## src/design/mem_access_pkg.sv

```systemverilog
package mem_access_pkg;

	localparam int addr_width = 8;
	localparam int data_width = 32;
	localparam int queue_depth = 2; // Also the credit count after reset.

	typedef logic [addr_width-1:0] cpu_addr_t;
	typedef logic [data_width-1:0] mem_data_t;

	// Holds 0 to queue_depth.
	typedef logic [1:0] credit_t;

	typedef enum logic
	{
		rd_idle,
		rd_wait_mem
	} rd_port_state_t;

	typedef enum logic
	{
		grant_rd,
		grant_wr
	} grant_t;

endpackage

```

## src/design/mem_bus_if.sv

```systemverilog
`timescale 1ns/1ps

interface mem_bus_if;
	import mem_access_pkg::*;

	logic cmd_valid;
	cpu_addr_t cmd_addr;
	mem_data_t cmd_wdata;
	logic credit_ret; // One pulse per popped command.
	logic rsp_valid;
	mem_data_t rsp_data;

	modport port
	(
		output cmd_valid, cmd_addr, cmd_wdata,
		input credit_ret, rsp_valid, rsp_data
	);

	modport guard
	(
		input cmd_valid, cmd_addr, cmd_wdata,
		output credit_ret, rsp_valid, rsp_data
	);

endinterface

```

## src/design/mem_read_port.sv

```systemverilog
`timescale 1ns/1ps

module mem_read_port
(
	input logic clk,
	input logic rst_n,
	input logic req,
	input mem_access_pkg::cpu_addr_t addr,
	output logic busy,
	output logic valid,
	output mem_access_pkg::mem_data_t data,
	mem_bus_if.port bus
);
	import mem_access_pkg::*;

	rd_port_state_t state;
	credit_t credits;
	logic issue;

	assign issue = req && (state == rd_idle) && (credits != '0);
	assign busy = (state == rd_wait_mem) || (credits == '0);

	assign bus.cmd_valid = issue;
	assign bus.cmd_addr = addr;
	assign bus.cmd_wdata = '0; // Reads carry no data.

	always_ff @(posedge clk or negedge rst_n)
	begin
		if (!rst_n)
			credits <= credit_t'(queue_depth);
		else
		begin
			case ({issue, bus.credit_ret})
				2'b10: credits <= credits - 1'b1;
				2'b01: credits <= credits + 1'b1;
				default: credits <= credits;
			endcase
		end
	end

	always_ff @(posedge clk or negedge rst_n)
	begin
		if (!rst_n)
		begin
			state <= rd_idle;
			valid <= 1'b0;
		end
		else
		begin
			valid <= 1'b0;
			case (state)
				rd_idle:
				begin
					if (issue)
						state <= rd_wait_mem;
				end
				rd_wait_mem:
				begin
					if (bus.rsp_valid)
					begin
						state <= rd_idle;
						valid <= 1'b1;
					end
				end
				default: state <= rd_idle;
			endcase
		end
	end

	always_ff @(posedge clk)
	begin
		if (state == rd_wait_mem && bus.rsp_valid)
			data <= bus.rsp_data; // Held until the next read.
	end

endmodule

```

## src/flat_wrapper.sv

```systemverilog
// flat-port wrapper written by rule: the top's interface ports become plain ports
module mem_read_port_flat import mem_access_pkg::*;
  (clk, rst_n, req, addr, busy, valid, data, bus_cmd_valid, bus_cmd_addr, bus_cmd_wdata, bus_credit_ret, bus_rsp_valid, bus_rsp_data);
  mem_bus_if bus_i ();
  input logic clk;
  input logic rst_n;
  input logic req;
  input mem_access_pkg::cpu_addr_t addr;
  output logic busy;
  output logic valid;
  output mem_access_pkg::mem_data_t data;
  output wire logic [$bits(bus_i.cmd_valid)-1:0] bus_cmd_valid;
  output wire logic [$bits(bus_i.cmd_addr)-1:0] bus_cmd_addr;
  output wire logic [$bits(bus_i.cmd_wdata)-1:0] bus_cmd_wdata;
  input wire logic [$bits(bus_i.credit_ret)-1:0] bus_credit_ret;
  input wire logic [$bits(bus_i.rsp_valid)-1:0] bus_rsp_valid;
  input wire logic [$bits(bus_i.rsp_data)-1:0] bus_rsp_data;
  assign bus_cmd_valid = bus_i.cmd_valid;
  assign bus_cmd_addr = bus_i.cmd_addr;
  assign bus_cmd_wdata = bus_i.cmd_wdata;
  assign bus_i.credit_ret = bus_credit_ret;
  assign bus_i.rsp_valid = bus_rsp_valid;
  assign bus_i.rsp_data = bus_rsp_data;
  mem_read_port u_core (.clk(clk), .rst_n(rst_n), .req(req), .addr(addr), .busy(busy), .valid(valid), .data(data), .bus(bus_i));
endmodule
```

## config.mk

```make
export PLATFORM = sky130hd
export DESIGN_NAME = mem_read_port_flat
export DESIGN_NICKNAME = d
export VERILOG_FILES = /design/src/design/mem_access_pkg.sv /design/src/design/mem_bus_if.sv /design/src/design/mem_read_port.sv /design/src/flat_wrapper.sv
export SDC_FILE = /design/constraint.sdc
export NUM_CORES = 1
export LEC_CHECK = 0
export ABC_AREA = 0
export BUFFER_PORTS_ARGS = -buffer_cell sky130_fd_sc_hd__buf_2
export CORE_MARGIN = 2
export CORE_UTILIZATION = 37
export DETAILED_ROUTE_END_ITERATION = 10
export GPL_TIMING_DRIVEN = 1
export PLACE_DENSITY_LB_ADDON = 0.1
export SYNTH_ARGS = -nofsm -noshare
export SYNTH_HDL_FRONTEND = slang
export SYNTH_SLANG_ARGS = --single-unit
```

## constraint.sdc

```tcl
create_clock -name clk -period 2.4 [get_ports clk]
set_clock_uncertainty 0.2 [all_clocks]
set_input_delay 0.24 -clock clk [delete_from_list [all_inputs] [get_ports clk]]
set_output_delay 0.24 -clock clk [all_outputs]
set_load 0.01 [all_outputs]
```

# Yosys cells after proc, flatten, opt, wreduce, memory -nomap -nowiden
# Cells that the tools add are included.
[word_totals]
elab_cells = 22
ram_bits = 0
in_bits = 45
rom_bits = 0
latchBits = 0
n_memories = 0
output_inout_bits = 75
reg_bits = 36
[op_classes]
magnitude_cmp = 0
bitwise = 1
n_eq_ne = 2
div_mod_pow = 0
n_reduce_logical = 7
shifts = 0
n_mux = 6
n_addsub = 2
multipliers = 0
[ops]
columns = ["op", "n"]
rows = [
  ["$mux W1", 4],
  ["$pmux W2 S2", 1],
  ["$reduce_bool A2 Y1", 2],
  ["$logic_and A1 B1 Y1", 3],
  ["$add A2 B1 Y2 const B", 1],
  ["$eq A2 B1 Y1 const B", 1],
  ["$eq A2 B2 Y1 const B", 1],
  ["$logic_not A2 Y1", 1],
  ["$pmux W1 S2", 1],
  ["$sub A2 B1 Y2 const B", 1],
  ["$logic_or A1 B1 Y1", 1],
  ["$not A1 Y1", 1],
]

# Depth between registers and ports, before layout
[logic_depth]
word_depth = 5
ltp_mapped = 6
mapped_depth_nobuf = 6

# Worst setup path after synthesis
# Ideal clock, no wire load.
[synth_timing]
path_type = "register to register"
start = "register u_core.state"
end = "register u_core.data[0], enable pin"
synth_period_minus_slack_ns = 1.729
path_stages_with_launch = 2
setup_slack_ns = 0.671
setup_ns = 0.393
required_time_ns = 1.807
arrival_ns = 1.137
n_path_buf = 0
cell_sequence = "dfrtp_1 > and2_1"
[synth_between]
elab_chain_cells = 1
[synth_rtl]
columns = ["element", "line", "text"]
rows = [
  ["start, declared", "mem_read_port.sv:16", "rd_port_state_t state;"],
  ["start signal, assigned", "mem_read_port.sv:45", "state <= rd_idle;"],
  ["start signal, assigned", "mem_read_port.sv:55", "state <= rd_wait_mem;"],
  ["start signal, assigned", "mem_read_port.sv:61", "state <= rd_idle;"],
  ["$logic_and A1 B1 Y1", "mem_read_port.sv:72", "if (state == rd_wait_mem && bus.rsp_valid)"],
  ["end signal, assigned", "mem_read_port.sv:73", "data <= bus.rsp_data;"],
  ["end, declared", "mem_read_port.sv:11", "output mem_access_pkg::mem_data_t data,"],
]
# No other way between the ends.
# A chain may end at the register's enable or synchronous reset.

# Worst setup path in the final report
[layout_timing]
start = "input port bus_rsp_valid"
end = "register u_core.data[2], enable pin"
[layout_between]
elab_chain_cells = 1
[layout_rtl]
columns = ["element", "line", "text"]
rows = [
  ["start, declared", "flat_wrapper.sv:16", "input wire logic [$bits(bus_i.rsp_valid)-1:0] bus_rsp_valid;"],
  ["$logic_and A1 B1 Y1", "mem_read_port.sv:72", ""],
]
# No other way between the ends.

==> reports/results.tsv <==
stage	metric	value	unit
global_route	first-pass GRT wire length	3.767	mm
worst_setup_path	reg2reg setup slack	0.72	ns
global_route	GR Overflow Total	0	
yosys	Synth async-reset ratio	11.11	%
yosys	synthesized instance count	89	
pwr	worst vdd ir	0.0003842	V
die	Starting Density	39.06	%
yosys	Synth area leaders	edfxtp_1 (66%), buf_4 (21%), dfrtp_1 (5.2%)	
sta	RSZ-0062 raised after global routing	no	
status	status	finished clean	
min_path	Hold Path Class	in -> async	
sta	setup ws final	0.6702	ns
sta	fmax	578.1	MHz
yosys	Ys Warns	0	
clock_network	# hold bufs at CTS	34	
global_route	gr usage total	12.03	%
die	core area	3716	sq um
yosys	register area share after synthesis	73.19	%
yosys	Synth Area per Inst	16.31	sq um
placement	final RePlAce weighted congestion	0.6972	
run	Max-cap violations	0	
global_route	largest net degree at the start of global routing	26	
route	# DRC	0	
worst_setup_path	Worst EP required	2.18	ns
route	count of antenna-violating nets left after detailed routing	0	
sta	setup TNS	0	ns
die	std cell rows	22	
route	DR vias/cell	3.776	
yosys	library cells used by synthesis	13	
worst_setup_path	Critical Path Sink Type	flip-flop	
yosys	Synth top area share	66.21	%
worst_setup_path	Setup CP Type	in -> reg	
worst_setup_path	startpoint type of the worst setup path	input pin	
placement	DP HPWL	1.950	mm
yosys	Yosys reg bits	36	
yosys	Post-synth EDFFs	32	
yosys	Synth area leader	edfxtp_1	
yosys	top cells by count, synth	buf_4 (40), edfxtp_1 (32), dfrtp_1 (3), o21ai_0 (3)	
pwr	power per cell area	787.2	nW/um^2
worst_setup_path	CP max FO	25	
worst_setup_path	Worst EP arrival	1.51	ns
route	vias	910	
sta	Min Clock Period, post-route	1.730	ns
placement	port bufs	71	
clock_network	Worst-Skew Late Latency	0.27	ns
clock_network	root buf cell	clkbuf_8	
route	drt pass-1 iters	2	
sta	max-slew violations	0	
clock_network	H-tree levels	2	
clock_network	clock sinks	36	
die	die area	4440	sq um
route	Detailed Route Iter0 Violations	32	
yosys	post-synthesis instance area	1451	sq um
die	Ports	120	
placement	Setup WS pre-CTS	0.7384	ns
sta	final hold vios	0	
pwr	Leak Pwr	0.9702	nW
die	die height	66.63	um
yosys	top-count cell post-synth	buf_4	
finish	area growth from synthesis to layout	46.12	%
die	Die W	66.63	um
route	Routed WL	2.673	mm
sta	# setup viols final	0	
clock_network	Longest Clk Path Bufs	2	
finish	layout net count	239	
route	drt wl/cell	11.09	um
clock_network	Post-CTS Resized	0	
global_route	initial antenna violation count	0	
clock_network	postcts setup bufs	0	
finish	layout cells sized above 1	41.45	%
yosys	Post-synth top flop	edfxtp_1	
sta	fin crit share	72.07	%
global_route	vias in the first global route	847	
clock_network	total CTS buffers	5	
finish	# diodes	0	
clock_network	TritonCTS clock tree	yes	
clock_network	clk slew on worst S/H paths	0.06	ns
power breakdown:
part	switching, mW	internal [mW]
combinational	0.228	0.186
sequential	0.0402	0.837
clock	0.181	0.197
total	0.449	1.22
layout make-up:
type | count | area [sq um]
well taps | 48 | 60.06
clock buffers | 6 | 72.57
fillers | 330 | 1595
clock inverters | 1 | 5.005
inverters | 2 | 7.507
repair buffers | 106 | 715.7
multi-input cells | 42 | 197.7
flip-flops and latches | 36 | 1062
critical path: stages:
cell and delay, ns:
dlygate4sd3_1 0.52, buf_2 0.11, and2_1 0.40, buf_12 0.24
state kept, by name (all words and copies together) (netlist names):
register and cells:
u_core.valid 1, u_core.state 1, u_core.data 32, u_core.credits 2
kinds of logic (layout without fill, tap and decap cells):
group | Yosys count | count (layout) | synth area share, %
buffers and inverters | 42 | 115 | 21.21
DFF | 36 | 36 | 73.19
AOI/OAI and AO/OA | 3 | 3 | 1.034
xor gates and xnor gates | 3 | 3 | 1.811
and+or+nand+nor | 3 | 3 | 1.638
adders and majority gates | 1 | 1 | 0.8619
other | 1 | 32 | 0.2584
stage by stage:
stage	instance area (sq um)	cells	power (mW)	hold WS [ns]	util [%]
floorplan	1568	120	1.146	-0.2556	-
global placement	1703	200	1.261	-0.1523	45.82
detailed placement	1703	200	1.270	-0.1484	45.82
CTS	2121	241	1.703	0.07932	57.07
global route	2121	241	1.775	0.08983	57.07
finish	2121	241	1.669	0.09875	57.07
cells in the final DEF (no fill, tap or decap):
cell	synthesis	final
buf_2	0	71
xor2_1	2	2
nand2b_4	1	1
and2_1	1	1
buf_12	0	1
edfxtp_1	32	32
clkinv_2	0	1
nor2_1	1	1
clkbuf_1	0	1
conb_1	1	32
clkbuf_8	0	5
ha_1	1	1
dfstp_2	1	1
dfrtp_1	3	3
dlygate4sd3_1	0	34
o21ai_0	3	3
xnor2_1	1	1
inv_1	2	2
per-layer routing:
metal  vias up  share of wire (%)  global-route usage [%]
met5         -                  0                       0
li1        434                  -                       -
met4         0                1.6                   7.653
met3         8                9.4                   3.547
met1       405                 36                   11.72
met2        63                 53                   21.88
final timing paths:
path                                                from                             to  depth (start not counted)
setup / recovery                           bus_rsp_valid       u_core.data[2]$_DFFE_PP_                          4
hold / removal                                     rst_n  u_core.credits[0]$_DFFE_PN0P_                          2
setup reg to reg           u_core.credits[1]$_DFFE_PN1P_  u_core.credits[1]$_DFFE_PN1P_                          6
hold reg to reg            u_core.credits[1]$_DFFE_PN1P_  u_core.credits[1]$_DFFE_PN1P_                          1
max in group asynchronous                          rst_n  u_core.credits[1]$_DFFE_PN1P_                          2
min in group clk                          bus_credit_ret  u_core.credits[0]$_DFFE_PN0P_                          3
Note: power is estimated with default switching activity, not from simulation.
