<file path="config.mk">
export PLATFORM = sky130hd
export DESIGN_NAME = mem_write_port_flat
export DESIGN_NICKNAME = d
export VERILOG_FILES = /design/src/design/mem_access_pkg.sv /design/src/design/mem_bus_if.sv /design/src/design/mem_write_port.sv /design/src/flat_wrapper.sv
export SDC_FILE = /design/constraint.sdc
export NUM_CORES = 1
export LEC_CHECK = 0
export ABC_AREA = 1
export BUFFER_PORTS_ARGS = -buffer_cell sky130_fd_sc_hd__buf_4
export CAP_MARGIN = 15
export CORE_ASPECT_RATIO = 0.8
export CORE_MARGIN = 4
export CORE_UTILIZATION = 22
export DETAILED_ROUTE_END_ITERATION = 8
export GPL_TIMING_DRIVEN = 0
export PLACE_DENSITY = 0.95
export REMOVE_ABC_BUFFERS = 1
export SLEW_MARGIN = 20
export SYNTH_ARGS = -nofsm -noshare
export SYNTH_HDL_FRONTEND = slang
export SYNTH_SLANG_ARGS = --single-unit
</file>
<file path="constraint.sdc">
create_clock -name clk -period 3.5 [get_ports clk]
set_clock_uncertainty 0.15 [all_clocks]
set_input_delay 1.05 -clock clk [delete_from_list [all_inputs] [get_ports clk]]
set_output_delay 1.05 -clock clk [all_outputs]
set_load 0.01 [all_outputs]
</file>
<file path="src/design/mem_access_pkg.sv">
package mem_access_pkg;

	localparam int addr_width = 8;
	localparam int data_width = 32;
	localparam int queue_depth = 2; // Also the credit count after reset.

	typedef logic [addr_width-1:0] cpu_addr_t;
	typedef logic [data_width-1:0] mem_data_t;

	// Holds 0 to queue_depth.
	typedef logic [1:0] credit_t;

	typedef enum logic
	{
		rd_idle,
		rd_wait_mem
	} rd_port_state_t;

	typedef enum logic
	{
		grant_rd,
		grant_wr
	} grant_t;

endpackage

</file>
<file path="src/design/mem_bus_if.sv">
`timescale 1ns/1ps

interface mem_bus_if;
	import mem_access_pkg::*;

	logic cmd_valid;
	cpu_addr_t cmd_addr;
	mem_data_t cmd_wdata;
	logic credit_ret; // One pulse per popped command.
	logic rsp_valid;
	mem_data_t rsp_data;

	modport port
	(
		output cmd_valid, cmd_addr, cmd_wdata,
		input credit_ret, rsp_valid, rsp_data
	);

	modport guard
	(
		input cmd_valid, cmd_addr, cmd_wdata,
		output credit_ret, rsp_valid, rsp_data
	);

endinterface

</file>
<file path="src/design/mem_write_port.sv">
`timescale 1ns/1ps

module mem_write_port
(
	input logic clk,
	input logic rst_n,
	input logic req,
	input mem_access_pkg::cpu_addr_t addr,
	input mem_access_pkg::mem_data_t wdata,
	output logic busy,
	output logic done,
	mem_bus_if.port bus
);
	import mem_access_pkg::*;

	credit_t credits;
	logic issue;

	assign busy = (credits == '0);
	assign issue = req && !busy;

	// Posted write, forwarded in the cycle it is accepted.
	assign bus.cmd_valid = issue;
	assign bus.cmd_addr = addr;
	assign bus.cmd_wdata = wdata;

	always_ff @(posedge clk or negedge rst_n)
	begin
		if (!rst_n)
			credits <= credit_t'(queue_depth);
		else
		begin
			case ({issue, bus.credit_ret})
				2'b10: credits <= credits - 1'b1;
				2'b01: credits <= credits + 1'b1;
				default: credits <= credits;
			endcase
		end
	end

	// Queue pops are in order, so commits come in acceptance order.
	always_ff @(posedge clk or negedge rst_n)
	begin
		if (!rst_n)
			done <= 1'b0;
		else
			done <= bus.credit_ret;
	end

endmodule

</file>
<file path="src/flat_wrapper.sv">
// flat-port wrapper written by rule: the top's interface ports become plain ports
module mem_write_port_flat import mem_access_pkg::*;
  (clk, rst_n, req, addr, wdata, busy, done, bus_cmd_valid, bus_cmd_addr, bus_cmd_wdata, bus_credit_ret, bus_rsp_valid, bus_rsp_data);
  mem_bus_if bus_i ();
  input logic clk;
  input logic rst_n;
  input logic req;
  input mem_access_pkg::cpu_addr_t addr;
  input mem_access_pkg::mem_data_t wdata;
  output logic busy;
  output logic done;
  output wire logic [$bits(bus_i.cmd_valid)-1:0] bus_cmd_valid;
  output wire logic [$bits(bus_i.cmd_addr)-1:0] bus_cmd_addr;
  output wire logic [$bits(bus_i.cmd_wdata)-1:0] bus_cmd_wdata;
  input wire logic [$bits(bus_i.credit_ret)-1:0] bus_credit_ret;
  input wire logic [$bits(bus_i.rsp_valid)-1:0] bus_rsp_valid;
  input wire logic [$bits(bus_i.rsp_data)-1:0] bus_rsp_data;
  assign bus_cmd_valid = bus_i.cmd_valid;
  assign bus_cmd_addr = bus_i.cmd_addr;
  assign bus_cmd_wdata = bus_i.cmd_wdata;
  assign bus_i.credit_ret = bus_credit_ret;
  assign bus_i.rsp_valid = bus_rsp_valid;
  assign bus_i.rsp_data = bus_rsp_data;
  mem_write_port u_core (.clk(clk), .rst_n(rst_n), .req(req), .addr(addr), .wdata(wdata), .busy(busy), .done(done), .bus(bus_i));
endmodule
</file>
# [After elaboration in Yosys (flattened, before gate mapping)]
# Cells that the tools add are included.
# W data, S select, Z words.
[word_totals] in_bits=77 ff_bits=3 ramBits=0 word_cells=11 out_inout_bits=43 latch_bits=0 n_memories=0 rom_bits=0
[op_classes] n_shift=0 div=0 n_mux=1 addsub=2 reduce_logical=4 n_lt_le_gt_ge=0 n_eq_ne=2 mul=0 bitwise=0
[ops] operator="$pmux W2 S2" count=1
[ops] operator="$add A2 B1 Y2 const B" count=1
[ops] operator="$eq A2 B1 Y1 const B" count=1
[ops] operator="$eq A2 B2 Y1 const B" count=1
[ops] operator="$logic_not A2 Y1" count=1
[ops] operator="$reduce_bool A2 Y1" count=1
[ops] operator="$sub A2 B1 Y2 const B" count=1
[ops] operator="$logic_and A1 B1 Y1" count=1
[ops] operator="$logic_not A1 Y1" count=1

# [Logic depth before layout (Yosys ltp)]
# Gate-level depths: netlist (run 1).
[logic_depth] ltp_word=5 ltp_mapped=7 mapped_depth_nobuf=7

# [Least setup slack after synthesis (run 1)]
# OpenSTA, ideal clock, no wires.
[synth_timing] path_kind="input to output" start="input req" end="output bus_cmd_valid" arrival_ns=1.236 n_path_buf=0 cell_stages=2 setup_slack_ns=1.064 t_required_ns=2.300 cell_sequence="o21ai_0 inv_1"
[synth_via] elab_chain_cells=1
[synth_rtl] element="from (decl)" line_no="flat_wrapper.sv:7" text="input logic req;"
[synth_rtl] element="$logic_and A1 B1 Y1" line_no="mem_write_port.sv:20" text="assign issue = req && !busy;"
[synth_rtl] element="to (decl)" line_no="flat_wrapper.sv:12" text="output wire logic [$bits(bus_i.cmd_valid)-1:0] bus_cmd_valid;"
# Every way passes these cells.

# [Worst setup path after layout (run 1)]
# Same ends and word-level chain as after synthesis.

==> flow_metrics.tcl, run 1 <==
set metrics [dict create \
    fin_cells 52 \
    syn_area_um2 452 \
    cts_hold_buf 0 \
    cts_root_buf "clkbuf_4" \
    drt-total-wl_mm 2.66 \
    crit_top_cell "buf_4" \
    cts_made_buffers 3 \
    coreArea_um2 1910 \
    clock_sinks 3 \
    dp_cells 48 \
    synthXorXnorAreaFrac_pct 1.94 \
    synth_compound_area_share_pct 1.11 \
    htreeDepth 1 \
    hpwl_mm 2.52 \
    synth-seq-area-share_pct 16.9 \
    grt_overflow 0 \
    die-area_um2 2850 \
    rrSetupSlack_ns 2.01 \
    routed-via-count 233 \
    std_cell_rows 14 \
    antenna_left 0 \
    avgSynthCellArea_um2 7.79 \
    drt_first_pass_iters 2 \
    post_cts_resized 0 \
    nNetsFinal 107 \
    drive_above_1_share_pct 35.7 \
    port_buffers 6 \
    syn2layout_area_growth_pct -44.0 \
    period_needed_ns 2.66 \
    grt_use_total_pct 19.3 \
    synth_area_leaders "buf_4, dfrtp_1, dfstp_2" \
    end_kind "output pin" \
    yosysTopAreaCell "buf_4" \
    relSlewSlack_pct 85.4 \
    path_class "in2out" \
    gp_congestion 0.841 \
    power.leakage_uw 0.000131 \
    routedWlPerCell_um 51.1 \
    die_h_um 48.5 \
    synth_top_family_by_area "buffers and inverters" \
    max-vdd-ir-drop_mv 0.0676 \
    antenna_found_initial 0 \
    drtIter0Drc 4 \
    critPathTopFamily "buffers and inverters" \
    cp_max_fo 2 \
    clock_latency_ns 0.24 \
    crit_buf_inv 3 \
    maxSlewViolCount 0 \
    synthCells 58 \
    grt_max_degree 6 \
    synthMuxAreaShare_pct 0 \
    cts_buffer_depth 2 \
    crit_path_max_incr_delay_ns 0.14 \
    clk_pin_slew_worst_paths_ns 0.04 \
    layout_commonest_cell "buf_4" \
    synth.top_cell.area_share_pct 66.5 \
    start_kind "primary input" \
    fp.dieW_um 58.7 \
    drcViolationCount 0 \
    synth_fa_ha_area_share_pct 2.77 \
    hold_class "reg2reg" \
    critPathArrivalTime_ns 1.46 \
    status "completed" \
    synth.distinct_cells 11 \
    grt_pass1_wl_mm 3.20 \
    fmax_mhz 376 \
    start_util_pct 23.7 \
    ys_warn_count 0 \
    p_per_area_nw_per_um2 819 \
    synth-seq-cells 3 \
    setup_viol 0 \
    path_cells "buf_4, o21ai_0, inv_1, buf_4" \
    grt_pass1_vias 268 \
    cap_violations 0 \
    via_per_inst 4.48 \
    tightest_slew_ns 0.216 \
    diodes 0 \
    synth-simple-area-share_pct 6.65 \
    cts_tree "yes" \
    rsz0062_at_grt "no" \
    post_cts_buffers 0 \
    timing_hold_violations_final 0 \
    required_ns 2.30 \
    slowest_stage "buf_4" \
    mostFrequentLayoutCells "buf_4, inv_1, nand2_1" \
    setup_tns_ns 0 \
    io_pins 120 \
    fin_crit_sh_pct 75.9 \
]
==> metrics by stage <==
stage                     hold slack (ns)  total power (uW)  worst slack (ns)  util, %  area [um^2]
after floorplan                     0.305               112              1.06        -          151
after global placement              0.320               136             0.838     11.9          226
after detailed placement            0.351               144             0.843     11.9          226
after CTS                           0.356               210             0.841     13.2          253
after global routing                0.378               224             0.775     13.2          253
final                               0.359               207             0.843     13.2          253
==> flip-flops by register name (all words and copies together) (netlist names) <==
signal          flops
u_core.done         1
u_core.credits      2
==> cell families (layout without fill, tap and decap cells) <==
| kind of cell | Yosys count | count (layout) |
|---|---|---|
| xor+xnor | 1 | 1 |
| flops | 3 | 3 |
| fa+ha+maj | 1 | 1 |
| simple gates | 7 | 7 |
| buf+inv | 45 | 15 |
| compound gates | 1 | 1 |
==> metal layers <==
layer	GRT usage [%]	share of wire, %	up-vias
met3	27.1	25	4
met1	3.49	8.7	85
met4	6.79	1.3	0
met2	40.0	65	71
met5	4.08	0	-
li1	-	-	73
==> synthesized netlist by cell type (all sizes together) <==
cell type / count
inv: 5
ha: 1
dfstp: 1
dfrtp: 2
xnor2: 1
nor2: 1
nand2: 4
nand4: 1
nand3: 1
buf: 40
o21ai: 1
==> worst reg2reg max path, cell delays in order, from the launching register on <==
cell and delay, ns:
dfstp_2 0.55, o21ai_0 0.12, ha_1 0.32, inv_1 0.08
nand3_1 0.07, nand2_1 0.07, nand2_1 0.06
==> power by group <==
group,switching [uW],internal (uW)
Sequential,15.6,52.5
Clock,20.7,42.9
Combinational,38.6,36.7
Total,74.9,132
==> worst paths after layout <==
check | to | start | cells past startpoint
setup / recovery | bus_cmd_valid | req | 4
hold / removal | u_core.credits[1] | u_core.credits[1] | 2
setup reg to reg | u_core.credits[1] | u_core.credits[1] | 6
hold reg to reg | u_core.credits[1] | u_core.credits[1] | 2
max in group asynchronous | u_core.credits[1] | rst_n | 1
min in group asynchronous | u_core.done | rst_n | 1
==> area by class of cell <==
class	instances	area, um^2
Tap cell	24	30.0
Timing Repair Buffer	6	45.0
Sequential cell	3	76.3
Fill cell	214	1660
Inverter	5	18.8
Clock buffer	4	26.3
Multi-Input combinational cell	10	56.3
(Power assumes the default switching activity.)
==> inputs of run 2 (changes only) <==
--- a/config.mk
+++ b/config.mk
@@ -10,10 +10,10 @@
 export CAP_MARGIN = 15
 export CORE_ASPECT_RATIO = 0.8
 export CORE_MARGIN = 4
-export CORE_UTILIZATION = 22
+export CORE_UTILIZATION = 18
 export DETAILED_ROUTE_END_ITERATION = 8
 export GPL_TIMING_DRIVEN = 0
-export PLACE_DENSITY = 0.95
+export PLACE_DENSITY = 0.85
 export REMOVE_ABC_BUFFERS = 1
 export SLEW_MARGIN = 20
 export SYNTH_ARGS = -nofsm -noshare
==> constraint.sdc (replaced) <==
create_clock -name clk -period 2.3 [get_ports clk]
set_clock_uncertainty 0.15 [all_clocks]
set_input_delay 0.69 -clock clk [delete_from_list [all_inputs] [get_ports clk]]
set_output_delay 0.69 -clock clk [all_outputs]
set_load 0.01 [all_outputs]
==> run 2 against run 1 <==
Against the previous run: worst hold slack lost 0.27 ns; design area up 5.0%; clock power increased by 45%; core utilization fell by 1.6 points; cell count increased by 19%; register-to-register slack worse by 1.2 ns; highest routed layer unchanged; sequential power rose by 51%; via count increased by 9.9%; global-route usage is 2.3 points lower; flip-flop and latch count is the same; largest cell class unchanged; total power increased by 53%; critical path depth is 1 lower.
==> flow_metrics.tcl, run 2 (synthesized netlist as in run 1, its figures left out) <==
set metrics [dict create \
    status "completed" \
    routed-via-count 256 \
    layout_setup_ws_ns 0.334 \
    coreArea_um2 2270 \
    syn2layout_area_growth_pct -41.3 \
    cap_violations 0 \
    required_ns 1.46 \
    period_needed_ns 1.97 \
    critPathArrivalTime_ns 1.13 \
    slowest_stage "dfrtp_1" \
    fin_crit_sh_pct 85.5 \
    grt_max_degree 6 \
    drive_above_1_share_pct 35.7 \
    hpwl_mm 2.74 \
    start_kind "flop" \
    cts_buffer_depth 2 \
    maxSlewViolCount 0 \
    grt_use_total_pct 17.0 \
    path_class "reg2out" \
    tightest_slew_ns 0.250 \
    drt_first_pass_iters 4 \
    post_cts_resized 0 \
    clock_sinks 3 \
    largest_reg_flops 2 \
    cp_max_fo 5 \
    power.leakage_uw 0.000131 \
    diodes 0 \
    end_kind "output pin" \
    fp.dieW_um 64.0 \
    clk_pin_slew_worst_paths_ns 0.04 \
    die-area_um2 3380 \
    layout_commonest_cell "buf_4" \
    io_pins 120 \
    dpl_cell_area_um2 239 \
    drcViolationCount 0 \
    post_cts_buffers 0 \
    grt_util_met2_pct 35.3 \
    routedWlPerCell_um 46.7 \
    p_per_area_nw_per_um2 1200 \
    die_h_um 52.8 \
    antenna_left 0 \
    htreeDepth 1 \
    antenna_found_initial 0 \
    pre_cts_ws_ns 0.348 \
    grt_overflow 0 \
    path_cells "o21ai_0, inv_1, buf_4" \
    drtIter0Drc 3 \
    gp_congestion 0.764 \
    globalRouteMet1Util_pct 3.53 \
    drt-total-wl_mm 2.89 \
    std_cell_rows 15 \
    setup_tns_ns 0 \
    crit_path_max_incr_delay_ns 0.42 \
    fmax_mhz 509 \
    setup_viol 0 \
    nNetsFinal 107 \
    via_per_inst 4.13 \
    top_register "u_core.credits" \
    hold_class "in2async" \
    grt_pass1_vias 294 \
    grt_pass1_wl_mm 3.37 \
    final_area_um2 265 \
    max-vdd-ir-drop_mv 0.103 \
    cts_root_buf "clkbuf_4" \
    cts_made_buffers 3 \
    port_buffers 6 \
    start_util_pct 19.9 \
    cts_hold_buf 0 \
    cts_tree "yes" \
    rsz0062_at_grt "no" \
    timing_hold_violations_final 0 \
    clock_latency_ns 0.23 \
    reg_top3 "u_core.credits (2), u_core.done (1)" \
    relSlewSlack_pct 83.1 \
    mostFrequentLayoutCells "buf_4, inv_1, nand2_1" \
    top_usage_layer "met2" \
    use_met3_pct 27.9 \
]
[run 2: cell counts in the layout (fill, tap and decap cells not counted)]
No cell type changed its count.
[run 2: power by group]
group | total (uW) | switching, uW | internal (uW)
Clock | 92.4 | 27.4 | 65.0
Combinational | 122 | 65.5 | 56.2
Sequential | 103 | 23.4 | 79.8
[run 2: path summary, 6_finish.rpt]
check / cells after the start / from / to / slack (ns)
worst min-delay path: 1 / rst_n / u_core.credits[0] / 0.09
worst max-delay path: 3 / u_core.credits[0] / bus_cmd_valid / 0.33
worst max register to register: 6 / u_core.credits[1] / u_core.credits[1] / 0.77
min in group clk: 2 / u_core.credits[1] / u_core.credits[1] / 0.36
max in group asynchronous: 1 / rst_n / u_core.credits[1] / 1.72
worst min register to register: 2 / u_core.credits[1] / u_core.credits[1] / 0.36
[run 2: cell type report]
type,instances,area (um^2)
multi-input cells,10,56.3
clock buffers,4,26.3
well taps,34,42.5
flip-flops and latches,3,76.3
repair buffers,6,45.0
fillers,264,2010
inverters,5,18.8
[run 2: critical path, delay by kind of cell, from the launching register on]
kind,cells,cell delay (ns)
DFF,1,0.42
AOI/OAI and AO/OA,1,0.25
buffers and inverters,2,0.22
[run 2: per-layer routing]
| metal | vias to the layer above | routed length (um) | part of all wire [%] |
|---|---|---|---|
| li1 | 74 | - | - |
| met1 | 102 | 263 | 9.1 |
| met2 | 78 | 1700 | 59 |
| met3 | 2 | 910 | 31 |
| met4 | 0 | 16 | 0.55 |
| met5 | - | 0 | 0 |
[run 2: through the flow]
step	power (uW)	hold slack [ns]	util, %	cells
floorplan	170	0.244	-	18
global placement	206	0.316	10.5	58
detailed placement	222	0.334	10.5	58
CTS	322	0.0841	11.7	62
global route	339	0.0883	11.7	62
finish	317	0.0906	11.7	62
