File: src/design/mem_access_pkg.sv
package mem_access_pkg;

	localparam int addr_width = 8;
	localparam int data_width = 32;
	localparam int queue_depth = 2; // Also the credit count after reset.

	typedef logic [addr_width-1:0] cpu_addr_t;
	typedef logic [data_width-1:0] mem_data_t;

	// Holds 0 to queue_depth.
	typedef logic [1:0] credit_t;

	typedef enum logic
	{
		rd_idle,
		rd_wait_mem
	} rd_port_state_t;

	typedef enum logic
	{
		grant_rd,
		grant_wr
	} grant_t;

endpackage

File: src/design/mem_bus_if.sv
`timescale 1ns/1ps

interface mem_bus_if;
	import mem_access_pkg::*;

	logic cmd_valid;
	cpu_addr_t cmd_addr;
	mem_data_t cmd_wdata;
	logic credit_ret; // One pulse per popped command.
	logic rsp_valid;
	mem_data_t rsp_data;

	modport port
	(
		output cmd_valid, cmd_addr, cmd_wdata,
		input credit_ret, rsp_valid, rsp_data
	);

	modport guard
	(
		input cmd_valid, cmd_addr, cmd_wdata,
		output credit_ret, rsp_valid, rsp_data
	);

endinterface

File: src/design/mem_bus_guard.sv
`timescale 1ns/1ps

module mem_bus_guard
(
	input logic clk,
	input logic rst_n,
	mem_bus_if.guard rd_bus,
	mem_bus_if.guard wr_bus,
	output logic mem_en,
	output logic mem_we,
	output mem_access_pkg::cpu_addr_t mem_addr,
	output mem_access_pkg::mem_data_t mem_wdata,
	input mem_access_pkg::mem_data_t mem_rdata
);
	import mem_access_pkg::*;

	// Index 0 is the read queue, index 1 the write queue.
	cpu_addr_t cmd_addr [2];
	cpu_addr_t q_addr [2][queue_depth];
	mem_data_t q_wdata [queue_depth]; // Write queue only.
	logic [$clog2(queue_depth)-1:0] wr_ptr [2];
	logic [$clog2(queue_depth)-1:0] rd_ptr [2];
	credit_t q_count [2];
	logic [1:0] push;
	logic [1:0] pop;
	logic [1:0] nonempty;
	logic pick_wr;
	grant_t last_grant;
	logic [1:0] credit_ret_q;
	logic rd_pop_d1;
	logic rsp_valid_q;
	mem_data_t rsp_data_q;

	assign push = {wr_bus.cmd_valid, rd_bus.cmd_valid};
	assign cmd_addr[0] = rd_bus.cmd_addr;
	assign cmd_addr[1] = wr_bus.cmd_addr;

	assign nonempty = {q_count[1] != '0, q_count[0] != '0};
	assign pick_wr = nonempty[1] && (!nonempty[0] || last_grant == grant_rd); // Round-robin.
	assign pop = {pick_wr, nonempty[0] && !pick_wr};

	assign mem_en = |pop;
	assign mem_we = pop[1];
	assign mem_addr = pop[1] ? q_addr[1][rd_ptr[1]] : q_addr[0][rd_ptr[0]];
	assign mem_wdata = q_wdata[rd_ptr[1]];

	always_ff @(posedge clk)
	begin
		for (int i = 0; i < 2; i++)
		begin
			if (push[i])
				q_addr[i][wr_ptr[i]] <= cmd_addr[i];
		end
		if (push[1])
			q_wdata[wr_ptr[1]] <= wr_bus.cmd_wdata;
	end

	always_ff @(posedge clk or negedge rst_n)
	begin
		if (!rst_n)
		begin
			for (int i = 0; i < 2; i++)
			begin
				wr_ptr[i] <= '0;
				rd_ptr[i] <= '0;
				q_count[i] <= '0;
			end
		end
		else
		begin
			for (int i = 0; i < 2; i++)
			begin
				if (push[i])
					wr_ptr[i] <= wr_ptr[i] + 1'b1;
				if (pop[i])
					rd_ptr[i] <= rd_ptr[i] + 1'b1;
				case ({push[i], pop[i]})
					2'b10: q_count[i] <= q_count[i] + 1'b1;
					2'b01: q_count[i] <= q_count[i] - 1'b1;
					default: q_count[i] <= q_count[i];
				endcase
			end
		end
	end

	always_ff @(posedge clk or negedge rst_n)
	begin
		if (!rst_n)
		begin
			last_grant <= grant_wr; // Read wins the first tie.
			credit_ret_q <= 2'b00;
			rd_pop_d1 <= 1'b0;
			rsp_valid_q <= 1'b0;
		end
		else
		begin
			if (pop[0])
				last_grant <= grant_rd;
			else if (pop[1])
				last_grant <= grant_wr;
			credit_ret_q <= pop;
			rd_pop_d1 <= pop[0]; // Memory data arrives the cycle after the pop.
			rsp_valid_q <= rd_pop_d1;
		end
	end

	always_ff @(posedge clk)
	begin
		if (rd_pop_d1)
			rsp_data_q <= mem_rdata;
	end

	assign rd_bus.credit_ret = credit_ret_q[0];
	assign wr_bus.credit_ret = credit_ret_q[1];
	assign rd_bus.rsp_valid = rsp_valid_q;
	assign rd_bus.rsp_data = rsp_data_q;
	assign wr_bus.rsp_valid = 1'b0; // Writes get no data back.
	assign wr_bus.rsp_data = '0;

endmodule

File: src/flat_wrapper.sv
// flat-port wrapper written by rule: the top's interface ports become plain ports
module mem_bus_guard_flat import mem_access_pkg::*;
  (clk, rst_n, mem_en, mem_we, mem_addr, mem_wdata, mem_rdata, rd_bus_cmd_valid, rd_bus_cmd_addr, rd_bus_cmd_wdata, rd_bus_credit_ret, rd_bus_rsp_valid, rd_bus_rsp_data, wr_bus_cmd_valid, wr_bus_cmd_addr, wr_bus_cmd_wdata, wr_bus_credit_ret, wr_bus_rsp_valid, wr_bus_rsp_data);
  mem_bus_if rd_bus_i ();
  mem_bus_if wr_bus_i ();
  input logic clk;
  input logic rst_n;
  output logic mem_en;
  output logic mem_we;
  output mem_access_pkg::cpu_addr_t mem_addr;
  output mem_access_pkg::mem_data_t mem_wdata;
  input mem_access_pkg::mem_data_t mem_rdata;
  input wire logic [$bits(rd_bus_i.cmd_valid)-1:0] rd_bus_cmd_valid;
  input wire logic [$bits(rd_bus_i.cmd_addr)-1:0] rd_bus_cmd_addr;
  input wire logic [$bits(rd_bus_i.cmd_wdata)-1:0] rd_bus_cmd_wdata;
  output wire logic [$bits(rd_bus_i.credit_ret)-1:0] rd_bus_credit_ret;
  output wire logic [$bits(rd_bus_i.rsp_valid)-1:0] rd_bus_rsp_valid;
  output wire logic [$bits(rd_bus_i.rsp_data)-1:0] rd_bus_rsp_data;
  input wire logic [$bits(wr_bus_i.cmd_valid)-1:0] wr_bus_cmd_valid;
  input wire logic [$bits(wr_bus_i.cmd_addr)-1:0] wr_bus_cmd_addr;
  input wire logic [$bits(wr_bus_i.cmd_wdata)-1:0] wr_bus_cmd_wdata;
  output wire logic [$bits(wr_bus_i.credit_ret)-1:0] wr_bus_credit_ret;
  output wire logic [$bits(wr_bus_i.rsp_valid)-1:0] wr_bus_rsp_valid;
  output wire logic [$bits(wr_bus_i.rsp_data)-1:0] wr_bus_rsp_data;
  assign rd_bus_i.cmd_valid = rd_bus_cmd_valid;
  assign rd_bus_i.cmd_addr = rd_bus_cmd_addr;
  assign rd_bus_i.cmd_wdata = rd_bus_cmd_wdata;
  assign rd_bus_credit_ret = rd_bus_i.credit_ret;
  assign rd_bus_rsp_valid = rd_bus_i.rsp_valid;
  assign rd_bus_rsp_data = rd_bus_i.rsp_data;
  assign wr_bus_i.cmd_valid = wr_bus_cmd_valid;
  assign wr_bus_i.cmd_addr = wr_bus_cmd_addr;
  assign wr_bus_i.cmd_wdata = wr_bus_cmd_wdata;
  assign wr_bus_credit_ret = wr_bus_i.credit_ret;
  assign wr_bus_rsp_valid = wr_bus_i.rsp_valid;
  assign wr_bus_rsp_data = wr_bus_i.rsp_data;
  mem_bus_guard u_core (.clk(clk), .rst_n(rst_n), .rd_bus(rd_bus_i), .wr_bus(wr_bus_i), .mem_en(mem_en), .mem_we(mem_we), .mem_addr(mem_addr), .mem_wdata(mem_wdata), .mem_rdata(mem_rdata));
endmodule
File: config.mk
export PLATFORM = sky130hd
export DESIGN_NAME = mem_bus_guard_flat
export DESIGN_NICKNAME = d
export VERILOG_FILES = /design/src/design/mem_access_pkg.sv /design/src/design/mem_bus_if.sv /design/src/design/mem_bus_guard.sv /design/src/flat_wrapper.sv
export SDC_FILE = /design/constraint.sdc
export NUM_CORES = 1
export LEC_CHECK = 0
export BUFFER_PORTS_ARGS = -buffer_cell sky130_fd_sc_hd__buf_4
export CAP_MARGIN = 0
export CORE_ASPECT_RATIO = 2
export CORE_MARGIN = 2
export CORE_UTILIZATION = 49
export CTS_BUF_LIST = sky130_fd_sc_hd__clkbuf_8
export DETAILED_ROUTE_END_ITERATION = 10
export PLACE_DENSITY_LB_ADDON = 0.08
export REMOVE_ABC_BUFFERS = 1
export SLEW_MARGIN = 20
export SYNTH_ARGS = -nofsm -noshare
export SYNTH_HDL_FRONTEND = slang
export SYNTH_SLANG_ARGS = --single-unit
File: constraint.sdc
create_clock -name clk -period 3.4 [get_ports clk]
set_input_delay 0 -clock clk [delete_from_list [all_inputs] [get_ports clk]]
set_output_delay 0 -clock clk [all_outputs]
set_load 0.005 [all_outputs]
## Word level (Yosys, flattened, before mapping)

Memories as Yosys holds them, arrays and structs flattened.
Index checks and enable logic that the tools add are counted.

| storage, ports and cells | value |
|---|---|
| bits in writable memories | 96 |
| output and inout port bits | 110 |
| word-level logic and storage cells | 69 |
| memories | 2 |
| input port bits | 116 |
| register bits | 45 |

| operators by class | value |
|---|---|
| add/subtract/negate cells | 8 |
| equal/unequal tests | 4 |
| reduce and logical (&&, ||, !) cells | 13 |
| bitwise logic cells | 5 |
| muxes and demuxes | 20 |
| order comparisons | 6 |

Memories:

| memory | words | bits a word | rd ports | clocked after memory_dff | wr ports | RTL line | source |
|---|---|---|---|---|---|---|---|
| u_core.q_wdata | 2 | 32 | 1 | 0 | 1 | mem_bus_guard.sv:20 | `mem_data_t q_wdata [queue_depth];` |
| u_core.q_addr | 2 | 16 | 2 | 0 | 2 | mem_bus_guard.sv:19 | `cpu_addr_t q_addr [2][queue_depth];` |

Operators with widths:

| cell | number |
|---|---|
| $mux 8 | 9 |
| $mux 16 | 2 |
| $demux 8 s1 | 2 |
| $reduce_bool 2->1 | 5 |
| $ge 2x2->1 const B | 4 |
| $not 1->2 | 4 |
| $pmux 2 s2 | 2 |
| $mux 1 | 5 |
| $add 1x1->1 const B | 4 |
| $add 2x1->2 const B | 2 |
| $eq 2x1->1 const B | 2 |
| $eq 2x2->1 const B | 2 |
| $logic_and 1x1->1 | 4 |
| $lt 2x1->1 const B | 2 |
| $sub 2x1->2 const B | 2 |
| $logic_not 1->1 | 2 |
| $reduce_or 2->1 | 1 |
| $logic_or 1x1->1 | 1 |
| $not 1->1 | 1 |

## Depth between registers and ports, before layout

Gate-level depths: netlist of the first run.

| logic depth | value |
|---|---|
| word-level depth | 8 |
| depth in mapped cells | 7 |
| mapped depth without buffers | 7 |

## Least setup slack after synthesis of the first run

Ideal clock, no wire load.

| timing path | value |
|---|---|
| path kind | flip-flop to flip-flop |
| from | register u_core.wr_ptr[0] (netlist bit) |
| to | memory u_core.q_addr[0][24] (netlist bit), enable pin |
| arrival time | 2193 ps |
| cell stages (with the launch flop) | 2 |
| path slack | 765 ps |
| library setup time | 442 ps |
| required time | 2958 ps |
| cell sequence | dfrtp_1 > nor2b_1 |

RTL lines:

| element | RTL line | source |
|---|---|---|
| from (decl) | mem_bus_guard.sv:21 | `logic [$clog2(queue_depth)-1:0] wr_ptr [2];` |
| from (signal, indexed assignment) | mem_bus_guard.sv:74 | `wr_ptr[i] <= wr_ptr[i] + 1'b1;` |
| to (decl) | mem_bus_guard.sv:19 |  |

## Final worst setup path of the first run

| timing path | value |
|---|---|
| from | register u_core.rd_ptr[0] (netlist bit) |
| to | output port mem_wdata[14] |

| between the ends | value |
|---|---|
| cells in the longest elaborated chain, start to end | 1 |

RTL lines:

| element | RTL line | source |
|---|---|---|
| from (decl) | mem_bus_guard.sv:22 | `logic [$clog2(queue_depth)-1:0] rd_ptr [2];` |
| from (signal, indexed assignment) | mem_bus_guard.sv:76 | `rd_ptr[i] <= rd_ptr[i] + 1'b1;` |
| $mem_v2 2x32 | -- |  |
| to (decl) | flat_wrapper.sv:11 | `output mem_access_pkg::mem_data_t mem_wdata;` |

Every way passes these cells.

==> run summary, run 1 <==
The total negative slack came out at 0 ns. The depth of the worst register-to-register path came out at 1. The number of iterations in the first detailed-routing pass came out at 4. The fraction of final layout cells sized beyond drive strength 1 is 43.47%. In this run the remaining antenna-violating nets after routing total 0.

The nature of the critical path startpoint is a register. The leakage power came out at 3.143 nW. Row generation in the floorplan step produced 53 rows. By startpoint and endpoint, the worst setup path is classified as register to primary output.

Together, buffers and inverters on the worst path number 1. The number of nets in the layout is 640. For this block, the initial DRC count from the detailed router was 119. The worst setup path is captured at a primary output. The count of maximum capacitance violations came out at 0.

The total die area is 0.01166 sq mm. Buffers inserted to repair hold after CTS numbered 84. The cell with the largest stage delay on the worst path is sky130_fd_sc_hd__dfrtp_2. The post-placement cell count is 557. The worst path meets setup with 1.321 ns of slack. The root buffer cell chosen for the clock tree is sky130_fd_sc_hd__clkbuf_8. Input and output buffers added on the ports amount to 160. In the synthesized netlist the dominant register cell turns out to be sky130_fd_sc_hd__edfxtp_1. The number of antenna violations at the first check in global routing is 0.

After synthesis, the largest area contributor takes up 72.85% of total cell area. The clock insertion delay at the later pin of the skew report is 0.41 ns. The flow ran to the end, and the final reports show no timing, DRC or antenna violations.

The final hold violation count is 0. The effective utilization at floorplan came out at 50.36%. The headroom to the max-slew limit is 28.80%.

The endpoint identified for the worst register-to-register timing path is u_core.q_wdata[1][4]. The average via count per standard cell came out at 4.568. The CTS tree is done.

The core occupancy in the finished layout came out at 73.81%. The mean cell area of the mapped netlist is 19.76 sq um. Measured along the y axis, the die boundary spans 150.8 um.

Setup repair after global routing left no endpoint under its margin. The number of gates resized after CTS was 0. The number of max-slew violations in the final report is 0. The number of global-route vias before repair was 3279. The antenna diode instance count is 0. Along the worst path, the maximum fanout reaches 41. The largest total area in the synthesized netlist belongs to sky130_fd_sc_hd__edfxtp_1. The worst IR drop on VDD is 0.0005912 V. At the end of routability-driven placement, the weighted congestion stood at 0.7103.

The number of primary I/O pins came out at 226. The clock tree skew after final layout came out at 0.006301 ns. The total of fill cells in the finished design is 652. The shortest period the worst path allows came out at 2.079 ns. The number of enable flip-flop cells after synthesis is 128. For this run, asynchronously set or reset flops after synthesis account for 8.571%. The core region area came out at 0.01048 sq mm. The worst path arrival time came out at 2.08 ns. No sink is reached through more buffers than the 2 on the longest clock path. In the finished design, the share of the clock period the worst path needs comes to 61.16%. The finished layout holds 673 standard cells, fillers aside. The combined area of all synthesized cells is 0.005276 sq mm.

The die is 77.38 um wide. The first global-routing pass estimated 16.01 mm of wire. The gate count after technology mapping came out at 267. In the post-synthesis netlist, the biggest area contributors are sky130_fd_sc_hd__edfxtp_1 73%, sky130_fd_sc_hd__mux2_2 6.8%, sky130_fd_sc_hd__dfrtp_1 5.2%. The maximum achievable frequency came out at 480.9 MHz. By instance count, the leading cell after synthesis is sky130_fd_sc_hd__edfxtp_1. The fraction of the yosys area taken by sequential cells is 78.56%. The ratio of total power to cell area came out at 735.7 mW/mm^2.

The unique cell type count in the Yosys netlist came out at 26. The total detailed-routing wirelength is 10.65 mm. The number of setup buffers added after CTS is 0. The clock-pin slew on the worst setup and hold paths came out at 0.07 ns. After synthesis the netlist holds a flip-flop and latch count of 140. The slew of the pin with the lowest slew margin came out at 1.068 ns. The pre-CTS setup slack came out at 1.693 ns.

The maximum cell stage delay along the critical path came out at 1.08 ns. The count of H-tree levels built during CTS is 4. By count the netlist is led by 128 x sky130_fd_sc_hd__edfxtp_1, 34 x sky130_fd_sc_hd__buf_4, 32 x sky130_fd_sc_hd__mux2_2. From synthesis to final layout, the design area changed by 46.57%. The per-cell routed wire length is 15.82 um. TritonCTS created 17 clock buffers. The detailed-route DRC error count is 0.

Yosys printed 0 warnings. The multi-input combinational cells in the finished layout cover a total of 940.9 sq um. The total global routing track utilization came out at 18.69%. Entering global routing, the biggest net connects 42 pins. The HPWL after detailed placement came out at 6.515 mm.

The startpoint of the lowest-slack register-to-register path is u_core.wr_ptr[0]. The worst path required time came out at 3.40 ns. The tree built by TritonCTS fans out to 140 sinks.

The signal on the critical path passes through mux2_2, buf_4. Setup violations remaining at the end of the flow were counted as 0. In this design, the largest share of critical-path delay is due to flip-flops.

The via total after detailed routing is 3074. The sequential cells in the finished layout cover a total of 0.004148 sq mm. The setup slack on the worst flop-to-flop path came out at 1.72 ns. The worst hold path belongs to the class primary input to asynchronous set/reset pin.

The leftover overflow at the end of global routing came out at 0.
worst max path at each step:
stage / endpoint / cells after the start / startpoint
after global placement: u_core.q_wdata[1][10] / 1 / u_core.wr_ptr[0]
final: mem_wdata[14] / 2 / u_core.rd_ptr[0]
after detailed placement: u_core.q_wdata[1][11] / 1 / u_core.wr_ptr[0]
after floorplan: u_core.q_addr[0][24] / 1 / u_core.wr_ptr[0]
after global routing: mem_addr[4] / 3 / u_core.rd_ptr[0]
after CTS: mem_wdata[14] / 2 / u_core.rd_ptr[0]
cells in the final DEF, fill, tap and decap left out, types with 2 or more instances in the layout:
cell type | Yosys | final
sky130_fd_sc_hd__xnor2_1 | 5 | 5
sky130_fd_sc_hd__inv_1 | 2 | 3
sky130_fd_sc_hd__clkinvlp_4 | 0 | 3
sky130_fd_sc_hd__mux2_2 | 32 | 32
sky130_fd_sc_hd__edfxtp_1 | 128 | 128
sky130_fd_sc_hd__bufinv_16 | 0 | 3
sky130_fd_sc_hd__buf_4 | 34 | 162
sky130_fd_sc_hd__nor2_1 | 5 | 5
sky130_fd_sc_hd__dfrtp_2 | 0 | 2
sky130_fd_sc_hd__clkbuf_8 | 0 | 17
sky130_fd_sc_hd__nand2_1 | 2 | 2
sky130_fd_sc_hd__clkinv_4 | 0 | 4
sky130_fd_sc_hd__xor2_1 | 3 | 3
sky130_fd_sc_hd__conb_1 | 1 | 33
sky130_fd_sc_hd__dfrtp_1 | 11 | 9
sky130_fd_sc_hd__clkinv_2 | 0 | 3
sky130_fd_sc_hd__mux2i_1 | 25 | 25
sky130_fd_sc_hd__dlygate4sd3_1 | 0 | 84
per-stage QoR:
step	cell area [sq um]	hold slack, ns	total power [W]
3_5_place_dp	6484	-0.1515	0.004326
2_1_floorplan	5085	-0.2956	0.003425
5_1_grt	7734	0.04114	0.005990
3_3_place_gp	6482	-0.1522	0.004288
4_1_cts	7734	0.03847	0.005757
6_report	7734	0.07537	0.005689
metal layers:
metal  GRT usage, %  routed length [um]  vias up
li1               -                   -     1448
met1          17.74                3625     1497
met2          36.70                6382      121
met3          5.576                 524        8
met4          6.964                 115        0
met5              0                   0        -
sequential cells by signal, summed over array words and instances, names as in the netlist:
register,cells
u_core.q_wdata,64
u_core.q_addr,32
u_core.rd_bus.rsp_data,32
u_core.q_count,4
u_core.credit_ret_q,2
u_core.rd_ptr,2
u_core.wr_ptr,2
u_core.last_grant,1
u_core.rd_bus.rsp_valid,1
area by class of cell:
type                       count  share of cell area, %
inverter                       2                0.09707
sequential                   140                  53.63
clock buffer                  17                  3.025
timing repair buffer         246                  26.60
multi-input combinational    116                  12.17
clock inverter                15                  2.265
tap                          137                  2.216
report_power, final:
group          switching, W  internal, W  total [W]
clock network      0.000613     0.000725    0.00134
registers          0.000356      0.00239    0.00274
logic              0.000627     0.000980    0.00161
total               0.00160      0.00409    0.00569
cells by family (layout without fill, tap and decap cells):
kind of cell	Yosys count	after routing	share of synthesized area [%]
buffers and inverters	43	280	6.047
adder cells (fa/ha/maj)	1	1	0.2371
AND/OR/NAND/NOR	10	10	0.8538
XOR/XNOR	9	9	1.636
AO/OA/AOI/OAI	6	6	1.020
other	1	33	0.07107
flip-flops	140	140	78.56
multiplexers	57	57	11.57
Power figures use the tool's default switching activity.
==> run 2, diff against run 1 <==
- CORE_UTILIZATION: 49 -> 44
- clock period: 3.4 -> 1.7 ns (I/O delays scaled with it)
==> run 2 against run 1 <==
Power up 100%; hold slack worse by 0.015 ns; final area rose by 1.6%; wire length grew 0.43%; clock power rose by 84%; sequential share of layout area fell by 0.81 points; combinational power grew 140%; clock skew fell by 0.0011 ns; clock-buffer cell count did not move.
==> run summary, run 2 (synthesis gave the netlist of run 1 again) <==
The worst setup path startpoint is u_core.q_count[3] (was u_core.rd_ptr[0]). The number of max-slew violations in the final report came out at 0 (unchanged). The total global routing track utilization came out at 16.72% (was 18.69%). The clock buffer count from CTS is 17 (unchanged). The type of the most critical hold path is primary input to asynchronous set/reset pin (unchanged). The total detailed-routing wirelength came out at 10.69 mm (was 10.65 mm). The startpoint of the lowest-slack register-to-register path is u_core.q_count[2] (was u_core.wr_ptr[0]).

The maximum achievable frequency came out at 590.5 MHz. The count of H-tree levels built during CTS came out at 4 (unchanged). The number of primary I/O pins is 226 (unchanged). The number of nets in the layout was 657 (was 640). The sort of element at the end of the critical path was a primary output (unchanged). The nature of the critical path startpoint is a register (unchanged). RSZ-0062 raised after global routing: true (was false). The clock insertion delay at the later pin of the skew report is 0.42 ns (was 0.41 ns).

The HPWL after detailed placement is 7.072 mm (was 6.515 mm). The wire length of the first global-routing pass was 15.93 mm (was 16.01 mm). The slew of the pin with the lowest slew margin is 0.5143 ns (was 1.068 ns). The residual antenna-violating net count after detailed routing is 0 (unchanged). The total die area was 0.01294 sq mm (was 0.01166 sq mm). The first-iteration detailed-routing DRC count is 113 (was 119). The global routing usage on met2 is 31.18% (was 36.70%). The finished layout cell area is 0.007860 sq mm (was 0.007734 sq mm). The count of maximum capacitance violations is 0 (unchanged). The clock tree skew after final layout is 0.005188 ns (was 0.006301 ns).

The highest fanout seen on the critical path was 6 (was 41). The TritonCTS sink count is 140 (unchanged). The layout overhead on the synthesized area came out at 48.97% (was 46.57%). The global-route layer with the greatest usage is met2 (unchanged). The number of core rows came out at 56 (was 53). The worst path arrival time is 1.69 ns (was 2.08 ns). The width of the chip is 81.43 um (was 77.38 um). The clock-pin slew on the worst setup and hold paths came to 0.07 ns (about the same). The pin count of the biggest net entering global routing is 35 (was 42). The category of the critical setup timing path is register to primary output (unchanged). The met3 global-route usage came out at 5.398% (was 5.576%). The final weighted congestion of routability-driven global placement was 0.7188 (was 0.7103). The per-cell routed wire length came out at 15.32 um (was 15.82 um). Most used cells in the layout excluding fill and tap cells: 177 x sky130_fd_sc_hd__buf_4, 128 x sky130_fd_sc_hd__edfxtp_1, 84 x sky130_fd_sc_hd__dlygate4sd3_1 (was 162 x sky130_fd_sc_hd__buf_4, 128 x sky130_fd_sc_hd__edfxtp_1, 84 x sky130_fd_sc_hd__dlygate4sd3_1).

The flip-flop count of the largest register, all copies and words added came out at 64 (unchanged). The least setup slack across all paths after layout came to 0.006557 ns (was 1.321 ns). The pre-CTS setup slack is 0.1588 ns (was 1.693 ns). The leakage power came out at 3.202 nW (was 3.143 nW). The worst path required time came out at 1.70 ns (was 3.40 ns).

The headroom to the max-slew limit came out at 65.60% (was 28.80%). The shortest period the worst path allows is 1.693 ns. The share of the clock period used by the worst path after layout came out at 99.61%. The area after detailed placement is 0.006558 sq mm (was 0.006484 sq mm). The CTS tree is done (unchanged). The routing usage on met1 came out at 16.12% (was 17.74%). The number of antenna violations at the first check in global routing is 0 (unchanged). The core region area is 0.01170 sq mm (was 0.01048 sq mm).

The root cell of the clock tree is sky130_fd_sc_hd__clkbuf_8 (unchanged). The final hold violation count is 0 (unchanged). The leftover overflow at the end of global routing is 0 (unchanged).

The detailed-route DRC error count came to 0 (unchanged). The via total after detailed routing is 3105 (was 3074). The die height is 158.9 um (was 150.8 um).

The count of input and output buffers was 160 (unchanged). The most common library cell in the layout ignoring fill and taps is sky130_fd_sc_hd__buf_4 (unchanged). Outcome: completed (unchanged). The average via count per standard cell came out at 4.448 (was 4.568). The buffer depth of the longest clock path is 2 (unchanged).

The ratio of total power to cell area is 1470 mW/mm^2 (was 735.7 mW/mm^2). The total negative slack is 0 ns (unchanged). The number of iterations in the first detailed-routing pass is 4 (unchanged).

The worst IR drop on VDD is 0.0008424 V (was 0.0005912 V). The number of global-route vias before repair is 3310 (was 3279). The fraction of final layout cells sized beyond drive strength 1 is 44.30% (was 43.47%).

The effective utilization at floorplan is 45.09% (was 50.36%). The total of endpoints with negative setup slack in the final report was 0 (unchanged). The antenna diode instance count is 0 (unchanged).
[run 2: timing repair]
action                                  4_1_cts  5_1_grt
resized for setup                             5        0
endpoints found under the setup margin       34        8
buffers inserted                              7        2
hold endpoints to repair                    144        0
cloned                                        1        0
pin swaps                                     1        0
hold buffers                                 84        0
[run 2: worst max-delay path, cell delays in order (launching register included)]
cell	delay, ns
sky130_fd_sc_hd__dfrtp_2	0.43
sky130_fd_sc_hd__o21ai_4	0.21
sky130_fd_sc_hd__o21a_4	0.23
sky130_fd_sc_hd__mux2i_1	0.25
sky130_fd_sc_hd__buf_4	0.15
[run 2: path summary, 6_finish.rpt]
path | end | slack, ns | depth (start not counted)
max | mem_addr[3] | 0.007 | 4
min | u_core.last_grant | 0.06 | 2
max reg2reg | u_core.q_count[3] | 0.10 | 6
min reg2reg | u_core.wr_ptr[1] | 0.49 | 1
max in group asynchronous | u_core.rd_ptr[0] | 0.67 | 3
min in group clk | u_core.rd_bus.rsp_data[14] | 0.29 | 2
[run 2: layout make-up]
cell class,count,area (sq um)
tap,145,181.4
inverter,2,7.507
multi-input combinational,117,963.4
clock inverter,15,132.6
sequential,140,4151
fill,846,3841
timing repair buffer,262,2190
clock buffer,17,234.0
[run 2: metrics by stage]
step	std cells	util (%)	hold WS [ns]	power (W)
after floorplan	258	-	-0.2956	0.006851
after global placement	572	56.04	-0.1505	0.008698
after detailed placement	572	56.04	-0.1508	0.008786
after CTS	696	67.04	0.03452	0.01168
after global routing	698	67.17	0.04217	0.01220
final	698	67.17	0.06039	0.01155
[run 2: routing by layer]
metal  vias to the layer above  part of all wire [%]
met5                         -                     0
met4                         0                   1.4
met3                         9                   6.2
met1                      1487                    35
met2                       126                    58
li1                       1483                     -
[run 2: power breakdown]
part | internal (W) | leakage [nW] | switching [W]
Sequential | 0.00478 | 1.35 | 0.000364
Combinational | 0.00226 | 1.67 | 0.00168
Clock | 0.00127 | 0.174 | 0.00119
Total | 0.00831 | 3.20 | 0.00324
==> run 3, diff against run 2 <==
- PLACE_DENSITY: default -> 0.85
- PLACE_DENSITY_LB_ADDON: 0.08 -> default
==> run 3 against run 2 <==
The run now ends with negative setup slack left; sequential power grew 1%; global-route usage increased by 2.2 points; hold slack worse by 0.0019 ns; register-to-register slack lost 0.11 ns; setup slack got worse by 0.020 ns; wire length is 12% higher; final cell count down 0.57%; clock power grew 2%; via count is 2.9% higher; first-iteration DRC count is 30% higher; combinational power increased by 3%; critical path type unchanged; largest power group unchanged.
==> run summary, run 3 (synthesis gave the netlist of run 1 again) <==
Outcome: finished with violations (was completed). The checks that failed: negative setup slack. The share of the clock period used by the worst path after layout came out at 100.8% (was 99.61%).

The nature of the critical path startpoint is a register (unchanged). Most used cells in the layout excluding fill and tap cells: 170 x sky130_fd_sc_hd__buf_4, 128 x sky130_fd_sc_hd__edfxtp_1, 84 x sky130_fd_sc_hd__dlygate4sd3_1 (was 177 x sky130_fd_sc_hd__buf_4, 128 x sky130_fd_sc_hd__edfxtp_1, 84 x sky130_fd_sc_hd__dlygate4sd3_1). The capturing element of the worst setup path is mem_addr[7] (was mem_addr[3]).

The core region area came out at 0.01170 sq mm (unchanged). The final weighted congestion of routability-driven global placement is 0.7889 (was 0.7188). The number of max-slew violations in the final report is 0 (unchanged).

The number of core rows is 56 (unchanged). The leftover overflow at the end of global routing is 0 (unchanged). The final non-filler cell total is 694 (was 698). The headroom to the max-slew limit came out at 64.99% (was 65.60%).

The shortest period the worst path allows came to 1.713 ns (was 1.693 ns). The clock buffer count from CTS came to 17 (unchanged). The post-placement cell count came to 571 (was 572).

The residual antenna-violating net count after detailed routing came out at 0 (unchanged). The critical register-to-register path endpoint was u_core.q_count[3] (unchanged). The first-iteration detailed-routing DRC count is 147 (was 113). The number of global-route vias before repair came out at 3573 (was 3310). The effective utilization at floorplan came out at 45.09% (unchanged). The root cell of the clock tree was sky130_fd_sc_hd__clkbuf_8 (unchanged). The clock tree skew after final layout came out at 0.01102 ns (was 0.005188 ns).

The count of maximum capacitance violations came out at 0 (unchanged). The global-route layer with the greatest usage is met2 (unchanged). The total of fill cells in the finished design came to 767 (was 846). The clock-pin slew on the worst setup and hold paths came out at 0.08 ns (was 0.07 ns). The average via count per standard cell came out at 4.602 (was 4.448).

The total detailed-routing wirelength is 11.93 mm (was 10.69 mm). The footprint of the multi-input gates is 977.2 sq um (was 963.4 sq um). The detailed-route DRC error count is 0 (unchanged). The total of endpoints with negative setup slack in the final report came out at 2 (was 0). The width of the chip came to 81.43 um (unchanged).

The category of the critical setup timing path is register to primary output (unchanged). The number of antenna violations at the first check in global routing came out at 0 (unchanged). The depth of the worst register-to-register path is 7 (was 6). The count of input and output buffers came out at 160 (unchanged). Cell chain of the critical path: o21ai_4, o21a_4, mux2i_2, buf_4 (was o21ai_4, o21a_4, mux2i_1, buf_4). The worst IR drop on VDD is 0.0009620 V (was 0.0008424 V).

The maximum cell stage delay along the critical path is 0.43 ns (about the same). The fraction of final layout cells sized beyond drive strength 1 is 45.36% (was 44.30%). The critical path buffer and inverter count came out at 1 (unchanged). The clock insertion delay at the later pin of the skew report was 0.42 ns (about the same). The worst path required time was 1.70 ns (about the same).

The highest fanout seen on the critical path came out at 6 (unchanged). The maximum achievable frequency was 583.7 MHz (was 590.5 MHz). The slew of the pin with the lowest slew margin was 0.5235 ns (was 0.5143 ns).

The TritonCTS sink count came out at 140 (unchanged). The number of iterations in the first detailed-routing pass was 4 (unchanged). The layout overhead on the synthesized area is 49.51% (was 48.97%). The number of primary I/O pins came out at 226 (unchanged). The number of stages on the worst setup path came out at 4 (unchanged). The startpoint of the lowest-slack register-to-register path is u_core.q_count[2] (unchanged).

The met3 global-route usage came out at 4.148% (was 5.398%). The type of the most critical hold path is primary input to asynchronous set/reset pin (unchanged). The minimum hold slack came to 0.05847 ns (was 0.06039 ns). The worst setup path startpoint is u_core.q_count[3] (unchanged). The pre-CTS setup slack came out at 0.1023 ns (was 0.1588 ns). The count of H-tree levels built during CTS was 4 (unchanged). The number of nets in the layout is 653 (was 657). The antenna diode instance count is 0 (unchanged). The wire length of the first global-routing pass came out at 17.71 mm (was 15.93 mm).

The final hold violation count was 0 (unchanged). The die height is 158.9 um (unchanged). The total die area is 0.01294 sq mm (unchanged). The worst path arrival time came to 1.71 ns (was 1.69 ns).

RSZ-0062 raised after global routing: true (unchanged). The sequential cell area in the final layout is 0.004154 sq mm (was 0.004151 sq mm). The HPWL after detailed placement came out at 7.411 mm (was 7.072 mm). The sort of element at the end of the critical path is a primary output (unchanged). The pin count of the biggest net entering global routing was 35 (unchanged).

The cell with the largest stage delay on the worst path is sky130_fd_sc_hd__dfrtp_2 (unchanged). The most common library cell in the layout ignoring fill and taps is sky130_fd_sc_hd__buf_4 (unchanged). The ratio of total power to cell area is 1492 mW/mm^2 (was 1470 mW/mm^2). The via total after detailed routing came to 3194 (was 3105). The setup slack on the worst flop-to-flop path is -0.01 ns (was 0.10 ns). The total global routing track utilization came out at 18.95% (was 16.72%). The routing usage on met1 came to 16.52% (was 16.12%). The least setup slack across all paths after layout is -0.01308 ns (was 0.006557 ns). The CTS tree is done (unchanged). The flip-flop count of the largest register, all copies and words added is 64 (unchanged). The leakage power came out at 3.215 nW (was 3.202 nW). The global routing usage on met2 is 36.74% (was 31.18%).

The buffer depth of the longest clock path was 2 (unchanged). The per-cell routed wire length came to 17.20 um (was 15.32 um). The family with the most delay on the worst path is compound AO/OA/AOI/OAI gates (unchanged).
[run 3: cell types whose count changed in the layout (fill, tap and decap cells not counted), sizes merged]
cell,change
buf,-4
clkinv,+4
clkinvlp,-4
[run 3: power by group]
group	leakage, nW	internal [W]	total (W)	switching (W)
clock network	0.193	0.00130	0.00252	0.00122
registers	1.35	0.00479	0.00521	0.000417
logic	1.67	0.00227	0.00404	0.00176
total	3.22	0.00836	0.0118	0.00341
[run 3: metal layers]
layer / wire, um / vias to the layer above
met5: 0 / -
met4: 437 / 0
met3: 610 / 31
met2: 7205 / 153
met1: 3680 / 1534
li1: - / 1476
[run 3: how the worst min path moves through the flow]
stage                     startpoint                      end  cells past startpoint
final                          rst_n        u_core.last_grant                      2
after global routing           rst_n        u_core.last_grant                      2
after CTS                      rst_n        u_core.last_grant                      2
after detailed placement       rst_n  u_core.rd_bus.rsp_valid                      1
after global placement         rst_n  u_core.rd_bus.rsp_valid                      1
after floorplan                rst_n   u_core.credit_ret_q[0]                      0
[run 3: timing repair]
action                                  CTS  global route
gates resized for setup                   5             6
setup buffers                             6             0
endpoints found under the setup margin   40             7
pin swaps                                 1             0
hold endpoints to repair                144             0
cloned                                    1             0
hold buffers                             84             0
[run 3: per-stage QoR]
step                 TNS, ns  power, W  area, sq um  util (%)
floorplan             -39.28  0.006851         5085         -
global placement           0  0.008627         6550     55.98
detailed placement         0  0.008781         6550     55.98
CTS                        0   0.01175         7869     67.25
global route         -0.2824   0.01233         7889     67.42
finish              -0.02058   0.01177         7889     67.42
[run 3: cell type report]
cell class	instances	share of cell area (%)
inverter	2	0.09516
multi-input combinational	117	12.39
clock inverter	15	1.856
clock buffer	17	2.966
tap	145	2.300
sequential	140	52.66
timing repair buffer	258	27.74
